<file path="src/logic/decode_pkg.sv">
// Decode package for the instruction-decode queue
// Opcode constants, format and select encodings, and the stored control word

package decode_pkg;

  localparam int INSTR_W = 32;

  // RV32I major opcodes
  localparam logic [6:0] OP_R     = 7'b0110011;
  localparam logic [6:0] OP_I     = 7'b0010011;
  localparam logic [6:0] OP_S     = 7'b0100011;
  localparam logic [6:0] OP_B     = 7'b1100011;
  localparam logic [6:0] OP_LUI   = 7'b0110111;
  localparam logic [6:0] OP_AUIPC = 7'b0010111;
  localparam logic [6:0] OP_J     = 7'b1101111;

  localparam logic [6:0] F7_ALT = 7'b0100000; // SUB and SRA variant

  typedef enum logic [2:0] {
    FMT_R       = 3'd0,
    FMT_I       = 3'd1,
    FMT_S       = 3'd2,
    FMT_B       = 3'd3,
    FMT_U       = 3'd4,
    FMT_J       = 3'd5,
    FMT_ILLEGAL = 3'd7
  } instr_type_t;

  typedef enum logic [3:0] {
    ADD  = 4'd0,
    SUB  = 4'd1,
    AND  = 4'd2,
    OR   = 4'd3,
    XOR  = 4'd4,
    SLL  = 4'd5,
    SRL  = 4'd6,
    SRA  = 4'd7,
    SLT  = 4'd8,
    SLTU = 4'd9
  } alu_op_t;

  typedef enum logic [1:0] {
    WB_NONE = 2'd0,
    WB_ALU  = 2'd1,
    WB_PC4  = 2'd2  // Link address for jumps
  } wb_sel_t;

  typedef enum logic [1:0] {
    PC_HOLD  = 2'd0,
    PC_PLUS4 = 2'd2,
    PC_ALU   = 2'd3  // Jump target from ALU
  } pc_sel_t;

  // One buffer entry, 14 bits
  typedef struct packed {
    instr_type_t instr_type;
    alu_op_t     alu_sel;
    logic        b_sel;      // Immediate as operand B
    logic        br_un;      // Unsigned branch compare
    wb_sel_t     wb_sel;
    logic        rf_we;
    pc_sel_t     pc_sel;
  } ctrl_word_t;

endpackage

</file>
<file path="src/logic/ctrl_decoder.sv">
// Control decoder and credit holder
// Accepts instructions over valid/ready, builds the control word and pushes it
// into the buffer, spending one credit per push

module ctrl_decoder #(
  parameter int DEPTH = 8
) (
  input  logic                         clk,
  input  logic                         rst,
  input  logic                         in_valid,
  input  logic [decode_pkg::INSTR_W-1:0] in_instr,
  output logic                         in_ready,
  output logic                         push,
  output decode_pkg::ctrl_word_t       word,
  input  logic                         credit_return
);

  import decode_pkg::*;

  localparam int CW = $clog2(DEPTH) + 1;

  logic [CW-1:0] credits;
  logic [6:0]    opcode;
  logic [2:0]    funct3;
  logic [6:0]    funct7;
  instr_type_t   fmt;

  // Shared R/I table, I-format never selects SUB
  function automatic alu_op_t alu_decode(input logic [2:0] f3, input logic [6:0] f7,
                                         input logic is_r);
    alu_op_t op;
    op = ADD;
    case (f3)
      3'b000: begin
        if (is_r && f7 == F7_ALT) op = SUB;
        else op = ADD;
      end
      3'b111: op = AND;
      3'b110: op = OR;
      3'b100: op = XOR;
      3'b001: op = SLL;
      3'b101: begin
        if (f7 == F7_ALT) op = SRA;
        else op = SRL;
      end
      3'b010: op = SLT;
      3'b011: op = SLTU;
      default: op = ADD;
    endcase
    return op;
  endfunction

  assign opcode = in_instr[6:0];
  assign funct3 = in_instr[14:12];
  assign funct7 = in_instr[31:25];

  always_comb begin
    case (opcode)
      OP_R:             fmt = FMT_R;
      OP_I:             fmt = FMT_I;
      OP_S:             fmt = FMT_S;
      OP_B:             fmt = FMT_B;
      OP_LUI, OP_AUIPC: fmt = FMT_U;
      OP_J:             fmt = FMT_J;
      default:          fmt = FMT_ILLEGAL;
    endcase
  end

  always_comb begin
    word.instr_type = fmt;
    word.alu_sel    = ADD;
    word.b_sel      = 1'b0;
    word.br_un      = 1'b0;
    word.wb_sel     = WB_NONE;
    word.rf_we      = 1'b0;
    word.pc_sel     = PC_PLUS4;
    case (fmt)
      FMT_R: begin
        word.alu_sel = alu_decode(funct3, funct7, 1'b1);
        word.wb_sel  = WB_ALU;
        word.rf_we   = 1'b1;
      end
      FMT_I: begin
        word.alu_sel = alu_decode(funct3, funct7, 1'b0);
        word.b_sel   = 1'b1;
        word.wb_sel  = WB_ALU;
        word.rf_we   = 1'b1;
      end
      FMT_S: word.b_sel = 1'b1;
      FMT_B: word.br_un = (funct3 == 3'b110) || (funct3 == 3'b111); // BLTU, BGEU
      FMT_U: begin
        word.b_sel  = 1'b1;
        word.wb_sel = WB_ALU;
        word.rf_we  = 1'b1;
      end
      FMT_J: begin
        word.wb_sel = WB_PC4;
        word.rf_we  = 1'b1;
        word.pc_sel = PC_ALU;
      end
      default: word.pc_sel = PC_HOLD; // Illegal opcode stalls the PC
    endcase
  end

  assign in_ready = (credits != '0);
  assign push     = in_valid && in_ready;

  always_ff @(posedge clk) begin
    if (rst) begin
      credits <= CW'(DEPTH);
    end else begin
      case ({push, credit_return})
        2'b10:   credits <= credits - 1'b1;
        2'b01:   credits <= credits + 1'b1;
        default: credits <= credits; // Both or neither
      endcase
    end
  end

endmodule

</file>
<file path="src/logic/ctrl_buffer.sv">
// Control word buffer
// Circular store in a synchronous-read memory, one write and one read port;
// each pop hands a credit back to the decoder

module ctrl_buffer #(
  parameter int DEPTH = 8
) (
  input  logic                   clk,
  input  logic                   rst,
  input  logic                   push,
  input  decode_pkg::ctrl_word_t word,
  input  logic                   pop,
  output logic                   entry_avail,
  output decode_pkg::ctrl_word_t rd_word,
  output logic                   credit_return
);

  import decode_pkg::*;

  localparam int AW = $clog2(DEPTH);

  ctrl_word_t    mem [DEPTH];
  ctrl_word_t    rd_data;
  logic [AW-1:0] wr_ptr;
  logic [AW-1:0] rd_ptr;
  logic [AW:0]   count;

  // Write port, no full check since credits bound the fill
  always_ff @(posedge clk) begin
    if (push) begin
      mem[wr_ptr] <= word;
    end
  end

  // Registered read port
  always_ff @(posedge clk) begin
    if (pop) begin
      rd_data <= mem[rd_ptr];
    end
  end

  always_ff @(posedge clk) begin
    if (rst) begin
      wr_ptr <= '0;
      rd_ptr <= '0;
      count  <= '0;
    end else begin
      if (push) wr_ptr <= wr_ptr + 1'b1; // Wraps at DEPTH
      if (pop) rd_ptr <= rd_ptr + 1'b1;
      case ({push, pop})
        2'b10:   count <= count + 1'b1;
        2'b01:   count <= count - 1'b1;
        default: count <= count;
      endcase
    end
  end

  assign entry_avail   = (count != '0);
  assign rd_word       = rd_data;
  assign credit_return = pop; // Slot frees as the read is launched

endmodule

</file>
<file path="src/logic/ctrl_issue.sv">
// Issue stage
// Pops the buffer into a two-entry output stage and presents the oldest
// entry on a valid/ready port

module ctrl_issue (
  input  logic                   clk,
  input  logic                   rst,
  input  logic                   entry_avail,
  output logic                   pop,
  input  decode_pkg::ctrl_word_t rd_word,
  output logic                   out_valid,
  input  logic                   out_ready,
  output decode_pkg::ctrl_word_t out_word
);

  import decode_pkg::*;

  ctrl_word_t stage [2];
  logic       wr_sel;       // Next slot to fill
  logic       rd_sel;       // Head slot
  logic [1:0] occ;
  logic       pop_inflight; // Read data lands next edge
  logic       fire;
  logic [2:0] load;

  assign fire = out_valid && out_ready;

  // Held words plus the one in flight, against two slots
  // A transfer this cycle frees a slot for the next capture
  assign load = {1'b0, occ} + {2'b0, pop_inflight};
  assign pop  = entry_avail && (load < ({2'b0, fire} + 3'd2));

  always_ff @(posedge clk) begin
    if (pop_inflight) begin
      stage[wr_sel] <= rd_word;
    end
  end

  always_ff @(posedge clk) begin
    if (rst) begin
      wr_sel       <= 1'b0;
      rd_sel       <= 1'b0;
      occ          <= '0;
      pop_inflight <= 1'b0;
    end else begin
      pop_inflight <= pop;
      if (pop_inflight) wr_sel <= ~wr_sel;
      if (fire) rd_sel <= ~rd_sel;
      case ({pop_inflight, fire})
        2'b10:   occ <= occ + 1'b1;
        2'b01:   occ <= occ - 1'b1;
        default: occ <= occ;
      endcase
    end
  end

  assign out_valid = (occ != '0);
  assign out_word  = stage[rd_sel];

endmodule

</file>
<file path="src/logic/decode_queue.sv">
// Instruction-decode queue top level
// Decoder feeds a credit-controlled buffer, which the issue stage drains
// into a valid/ready output split into loose control fields

module decode_queue #(
  parameter int DEPTH = 8 // Buffer entries, power of two
) (
  input  logic                           clk,
  input  logic                           rst,
  input  logic                           in_valid,
  input  logic [decode_pkg::INSTR_W-1:0] in_instr,
  output logic                           in_ready,
  output logic                           out_valid,
  input  logic                           out_ready,
  output decode_pkg::instr_type_t        out_instr_type,
  output decode_pkg::alu_op_t            out_alu_sel,
  output logic                           out_b_sel,
  output logic                           out_br_un,
  output decode_pkg::wb_sel_t            out_wb_sel,
  output logic                           out_rf_we,
  output decode_pkg::pc_sel_t            out_pc_sel
);

  import decode_pkg::*;

  logic       push;
  logic       pop;
  logic       entry_avail;
  logic       credit_return;
  ctrl_word_t word;
  ctrl_word_t rd_word;
  ctrl_word_t out_word;

  ctrl_decoder #(
    .DEPTH(DEPTH)
  ) decoder_i (
    .clk           (clk),
    .rst           (rst),
    .in_valid      (in_valid),
    .in_instr      (in_instr),
    .in_ready      (in_ready),
    .push          (push),
    .word          (word),
    .credit_return (credit_return)
  );

  ctrl_buffer #(
    .DEPTH(DEPTH)
  ) buffer_i (
    .clk           (clk),
    .rst           (rst),
    .push          (push),
    .word          (word),
    .pop           (pop),
    .entry_avail   (entry_avail),
    .rd_word       (rd_word),
    .credit_return (credit_return)
  );

  ctrl_issue issue_i (
    .clk         (clk),
    .rst         (rst),
    .entry_avail (entry_avail),
    .pop         (pop),
    .rd_word     (rd_word),
    .out_valid   (out_valid),
    .out_ready   (out_ready),
    .out_word    (out_word)
  );

  assign out_instr_type = out_word.instr_type;
  assign out_alu_sel    = out_word.alu_sel;
  assign out_b_sel      = out_word.b_sel;
  assign out_br_un      = out_word.br_un;
  assign out_wb_sel     = out_word.wb_sel;
  assign out_rf_we      = out_word.rf_we;
  assign out_pc_sel     = out_word.pc_sel;

endmodule

</file>
<file path="config.mk">
export PLATFORM = sky130hd
export DESIGN_NAME = decode_queue
export DESIGN_NICKNAME = d
export VERILOG_FILES = /design/src/logic/decode_pkg.sv /design/src/logic/ctrl_decoder.sv /design/src/logic/ctrl_buffer.sv /design/src/logic/ctrl_issue.sv /design/src/logic/decode_queue.sv
export SDC_FILE = /design/constraint.sdc
export NUM_CORES = 1
export LEC_CHECK = 0
export ABC_AREA = 1
export BUFFER_PORTS_ARGS = -buffer_cell sky130_fd_sc_hd__buf_4
export CAP_MARGIN = 10
export CELL_PAD_IN_SITES_DETAIL_PLACEMENT = 1
export CELL_PAD_IN_SITES_GLOBAL_PLACEMENT = 1
export CORE_MARGIN = 2
export CORE_UTILIZATION = 25
export CTS_CLUSTER_DIAMETER = 120
export CTS_CLUSTER_SIZE = 25
export DETAILED_ROUTE_END_ITERATION = 8
export PLACE_DENSITY = 0.43
export SLEW_MARGIN = 20
export SYNTH_ARGS = -nofsm -noshare
export SYNTH_HDL_FRONTEND = slang
export SYNTH_SLANG_ARGS = --single-unit
export TNS_END_PERCENT = 1
</file>
<file path="constraint.sdc">
create_clock -name clk -period 5.6 [get_ports clk]
set_clock_uncertainty 0.05 [all_clocks]
set_input_delay 1.12 -clock clk [delete_from_list [all_inputs] [get_ports clk]]
set_output_delay 1.12 -clock clk [all_outputs]
set_load 0.02 [all_outputs]
</file>
==> run metrics, run 1 <==
Hold Path Class=reg2reg; final WL=17200 µm; Final Setup Violations=0; Layout Utilization=30.1%; Worst setup EP type=flop; CP top delay family=adder cells; share of layout cells above drive strength 1=17.1%; Root Driver=clkbuf_16; max cap viols=0; dpl hpwl=10400 µm; FF-to-FF End=decoder_i.credits[3]$_SDFFE_PP1P_; Final Critical Period=3.04 ns; residual DRC count=0; Mean Syn Cell Area=12.0 µm²; Clock Sink Count=174; # rows=61; Hold EP=issue_i.stage[0][8]$_DFFE_PP_; Least-Margin Pin Slew=1.10 ns; IO Port Bufs=36; largest net degree at the start of global routing=60; CP required=5.84 ns; slowest cell delay on critical path=between 0.3 and 0.4 ns; Final ANT Viol Nets=0; WP buf/inv=2; flops & latches, synth=around 170; wire per inst=16.8 µm; TritonCTS Buffers=17; Layout Cells excl Fill=slightly above 1000; hold buffers post-CTS=0; R2R Path Start=issue_i.pop_inflight$_SDFF_PP0_; core area=28000 µm²; iteration-0 DRC count of the detailed router=294; CP dominant cell by count=ha_1; Longest Clk Path Bufs=2; total power=4170 µW; period utilization=54.3%; Post-CTS Setup Inserts=0; Crit-path slowest cell=ha_1; first-pass GRT wire length=27100 µm; CTS clock-pin slew for the worst setup and hold paths=0.07 ns; Placed Instances=989; mux contribution to synthesized area=~2.2%; R2R depth=13; CP Data Arrival Time=approximately 3.3 ns; number of synthesized flops with an enable pin=about 150; post-CTS sizing=0; Critical Path Source Type=flop; H-tree levels=4; GPL Wtd Cong=between 0.6 and 0.7; Max Slew Vio Count=0; largest family of logic cells by synthesized area=simple AND/OR/NAND/NOR gates; syn_nets=643; Pre-antenna DRT Iters=4; Die ar.=about 30000 µm²; clk_lat worst skew=0.43 ns; Adder-Cell Fraction of Synth Area=2.31%; Max Clk Rate=329 MHz; outcome=finished, final reports clean; WHS Path Cells=0; cell area after synthesis=roughly 7200 µm²; Syn Inst Count=595; Post-Synth XOR/XNOR Area=0.857%; Yosys cell types=33; main flop type after synthesis=edfxtp_1; Die H=173 µm; pwr dens=495 nW/µm²; asr flop ratio synth=0%; global route total overflow=0; RSZ-0062 raised after global routing=false; vias in the first global route=4686; area delta synth->final=17.9%; kind of critical path=reg2reg; vias after detailed routing=4405; setup tns final=0 ns; leakage power=0.00303 µW; I/O pins=52; initial antenna violation count=0; DR vias/cell=4.31; Synth Area in Simple Gates=11.2%; Ys Warns=0; Final #Nets=about 680; fill cell count=3080; n_diodes=0; CP max FO=17; die width=roughly 170 µm; Slew headroom=between 20% and 30%; FF-to-FF setup slack=2.56 ns; post-synthesis compound-gate area fraction=a little under a tenth; share of the yosys chip area belonging to registers=between 70% and 80%; maximum vdd drop=0.218 mV; CTS tree=yes; GRT Total Usage=12.0%; CP Cell Sequence=ha_1, ha_1, a31oi_1, nand2_2, inv_2, ha_1, inv_1, ha_1, a21oi_1, nand2_1, xor2_1, nand2_1, o211ai_1; final hold viol count=0; hold_sp=buffer_i.rd_word[8]$_DFFE_PP_; Initial Utilization=25.5%
## Yosys cell counts (6+ instances only)
master,number,area [µm²]
a21oi_1,33,165
a31oi_1,16,100
buf_2,7,35.0
clkbuf_1,6,22.5
dfxtp_1,20,400
edfxtp_1,154,4620
ha_1,10,125
inv_1,34,128
inv_2,8,30.0
mux2_2,14,158
nand2_1,85,319
nand3_1,8,40.0
nor2_1,97,364
o21ai_0,44,220
o21ai_1,26,130
## cell families after synthesis
group	count (synthesis)
AO/OA/AOI/OAI	122
adder cells (fa/ha/maj)	12
XOR/XNOR	7
buffers and inverters	65
AND/OR/NAND/NOR	201
multiplexers	14
flip-flops	174
## state kept, by name, indices dropped and copies added, names as in the netlist, named ones only
signal / cells
buffer_i.rd_word: 14
decoder_i.credits: 4
buffer_i.rd_ptr: 3
issue_i.pop_inflight: 1
issue_i.occ: 2
issue_i.stage: 28
buffer_i.mem: 112
buffer_i.count: 4
issue_i.wr_sel: 1
issue_i.rd_sel: 1
buffer_i.wr_ptr: 3
## where the power goes
group | switching (µW) | total [µW] | leakage, µW | internal [µW]
combinational | 770 | 1150 | 0.00114 | 379
sequential | 93.0 | 1790 | 0.00160 | 1690
clock | 525 | 1240 | 0.000288 | 711
total | 1390 | 4170 | 0.00303 | 2780
## metal layers
layer / up-vias / track usage [%] / part of all wire (%)
li1: 2148 / - / -
met1: 2170 / 14.9 / 46
met2: 70 / 20.9 / 50
met3: 17 / 2.13 / 3.2
met4: 0 / 4.59 / 1.4
met5: - / 0 / 0
## worst max path at each step
stage,start,end,slack (ns),cells past startpoint
floorplan,out_ready,decoder_i.credits[3]$_SDFFE_PP1P_,2.60,12
CTS,issue_i.pop_inflight$_SDFF_PP0_,decoder_i.credits[3]$_SDFFE_PP1P_,2.51,13
global placement,out_ready,decoder_i.credits[3]$_SDFFE_PP1P_,2.14,13
detailed placement,out_ready,decoder_i.credits[3]$_SDFFE_PP1P_,2.09,13
finish,issue_i.pop_inflight$_SDFF_PP0_,decoder_i.credits[3]$_SDFFE_PP1P_,2.56,13
global route,issue_i.pop_inflight$_SDFF_PP0_,decoder_i.credits[3]$_SDFFE_PP1P_,2.20,13
## area by class of cell
cell class | instances | area, µm² | share of cell area [%]
repair buffers | 39 | 293 | 3.47
clock buffers | 18 | 429 | 5.09
well taps | 378 | 473 | 5.61
multi-input cells | 356 | 1870 | 22.2
clock inverters | 14 | 183 | 2.17
inverters | 42 | 159 | 1.88
flip-flops and latches | 174 | 5020 | 59.6
## cells in the final DEF (no fill, tap or decap), types with 4 or more instances in the layout
master	count
edfxtp_1	154
nor2_1	88
nand2_1	85
o21ai_0	44
buf_4	39
inv_1	34
a21oi_1	33
o21ai_1	26
dfxtp_1	20
clkbuf_16	17
a31oi_1	16
mux2_2	14
ha_1	10
nand3_1	8
inv_2	7
nor2_2	7
xnor2_1	4
clkinv_4	4
inv_6	4
## through the flow
stage	cell area, µm²	setup WS [ns]	hold slack [ns]
floorplan	7150	2.60	0.371
global placement	7800	2.14	0.378
detailed placement	7800	2.09	0.389
global route	8430	2.20	0.416
CTS	8420	2.51	0.405
finish	8430	2.56	0.397
Note: power is estimated with default switching activity, not from simulation.
==> run 2: changes to the inputs <==
--- a/config.mk
+++ b/config.mk
@@ -15,7 +15,7 @@
 export CTS_CLUSTER_DIAMETER = 120
 export CTS_CLUSTER_SIZE = 25
 export DETAILED_ROUTE_END_ITERATION = 8
-export PLACE_DENSITY = 0.43
+export PLACE_DENSITY = 0.45
 export SLEW_MARGIN = 20
 export SYNTH_ARGS = -nofsm -noshare
 export SYNTH_HDL_FRONTEND = slang
==> constraint.sdc (replaced) <==
create_clock -name clk -period 2.7 [get_ports clk]
set_clock_uncertainty 0.05 [all_clocks]
set_input_delay 0.54 -clock clk [delete_from_list [all_inputs] [get_ports clk]]
set_output_delay 0.54 -clock clk [all_outputs]
set_load 0.02 [all_outputs]
==> run metrics, run 2 (synthesis gave the netlist of run 1 again) <==
Longest Clk Path Bufs=2; commonest non-fill, non-tap cells in the layout=edfxtp_1, nor2_1, nand2_1; TritonCTS Buffers=17; CTS clock-pin slew for the worst setup and hold paths=0.07 ns; Die ar.=roughly 30000 µm²; met3 Use GR=under 10%; initial antenna violation count=0; global routing met2 resource utilization=19.9%; n_diodes=0; CP Data Arrival Time=2.70 ns; residual DRC count=0; Final #Nets=701; crit path setup slack, layout=between 0.2 and 0.25 ns; area delta synth->final=19.4%; Final Setup Violations=0; H-tree levels=4; RSZ-0062 raised after global routing=false; met1 Usage GRT=14.7%; outcome=finished, final reports clean; Clock Sink Count=around 170; vias in the first global route=4727; GRT Total Usage=between 10% and 20%; Critical Path Source Type=flop; wire per inst=16.2 µm; iteration-0 DRC count of the detailed router=264; global route total overflow=0; Initial Utilization=25.5%; most common cell after layout, fill and taps aside=edfxtp_1; final hold viol count=0; Pre-antenna DRT Iters=4; kind of critical path=reg2reg; vias after detailed routing=4476; DR vias/cell=4.29; period utilization=91.1%; share of layout cells above drive strength 1=18.3%; max cap viols=0; R2R depth=13; Max Slew Vio Count=0; Final ANT Viol Nets=0; Root Driver=clkbuf_16; grt peak-use layer=met2; Post-CTS Setup Inserts=0; worst hold slack=0.315 ns; CP max FO=5; maximum vdd drop=between 0.4 and 0.5 mV; CTS tree=yes; CP required=slightly below 3 ns; I/O pins=52; GPL Wtd Cong=0.711; clk_lat worst skew=around 0.43 ns; largest net degree at the start of global routing=33; dpl ws=0.200 ns; # rows=61; die width=173 µm; Max Clk Rate=407 MHz; pwr dens=1010 nW/µm²; Die H=173 µm; WHS Path Cells=2; core area=28000 µm²; Top reg by flops=buffer_i.mem; Slew headroom=56.1%; setup tns final=0 ns; Layout Utilization=between 30% and 40%; Worst setup EP type=flop; hold buffers post-CTS=0; IO Port Bufs=36; dpl hpwl=~11000 µm; first-pass GRT wire length=26700 µm; final WL=16900 µm; Hold Path Class=in2reg; Final Critical Period=around 2.5 ns; Least-Margin Pin Slew=about 0.66 ns; leakage power=0.00314 µW; number of flip-flops in the largest register=112; post-CTS sizing=0
## run 2: cell types whose count changed in the layout (fill, tap and decap cells not counted), moves of 2 or more
cell and change:
clkinvlp_4 -2, nor2_1 +9, buf_4 +23, nor2_2 -6, nor2_4 -3, inv_8 +2
## run 2: layout make-up
type	instances	area, µm²
timing repair buffer	62	465
tap	378	473
clock inverter	13	155
sequential	174	5020
fill	3078	19500
multi-input combinational	356	1830
clock buffer	18	429
inverter	42	158
## run 2: worst max-delay path: stages, from the launching register on
cell and delay (ns):
dfxtp_1 0.34, ha_1 0.20, ha_1 0.18, a31oi_1 0.21, nand2_2 0.13, inv_2 0.08, ha_1 0.16, inv_1 0.11
ha_1 0.34, a21oi_1 0.16, nand2_1 0.09, xor2_1 0.14, nand2_1 0.06, o211ai_1 0.08
## run 2: layer usage
| metal | wire length, µm | vias up |
|---|---|---|
| met2 | 8170 | 76 |
| met3 | 453 | 26 |
| li1 | - | 2192 |
| met1 | 7950 | 2182 |
| met4 | 362 | 0 |
| met5 | 0 | - |
## run 2: final timing paths
path	start	endpoint	slack (ns)
max	issue_i.pop_inflight$_SDFF_PP0_	decoder_i.credits[3]$_SDFFE_PP1P_	0.24
min	rst	buffer_i.count[3]$_SDFFE_PP0P_	0.32
max reg2reg	issue_i.pop_inflight$_SDFF_PP0_	decoder_i.credits[3]$_SDFFE_PP1P_	0.24
min reg2reg	buffer_i.rd_word[2]$_DFFE_PP_	issue_i.stage[0][2]$_DFFE_PP_	0.40
## run 2: report_power, final
group,leakage (µW),switching (µW),internal (µW)
registers,0.00160,201,3510
logic,0.00126,1590,871
clock network,0.000283,1080,1380
## run 2: stage by stage
step           total power [µW]  instance area, µm²  instances
2_1_floorplan              5390                7150        595
3_3_place_gp               6210                7950       1012
3_5_place_dp               6300                7950       1012
4_1_cts                    8780                8540       1043
5_1_grt                    9170                8540       1043
6_report                   8640                8540       1043
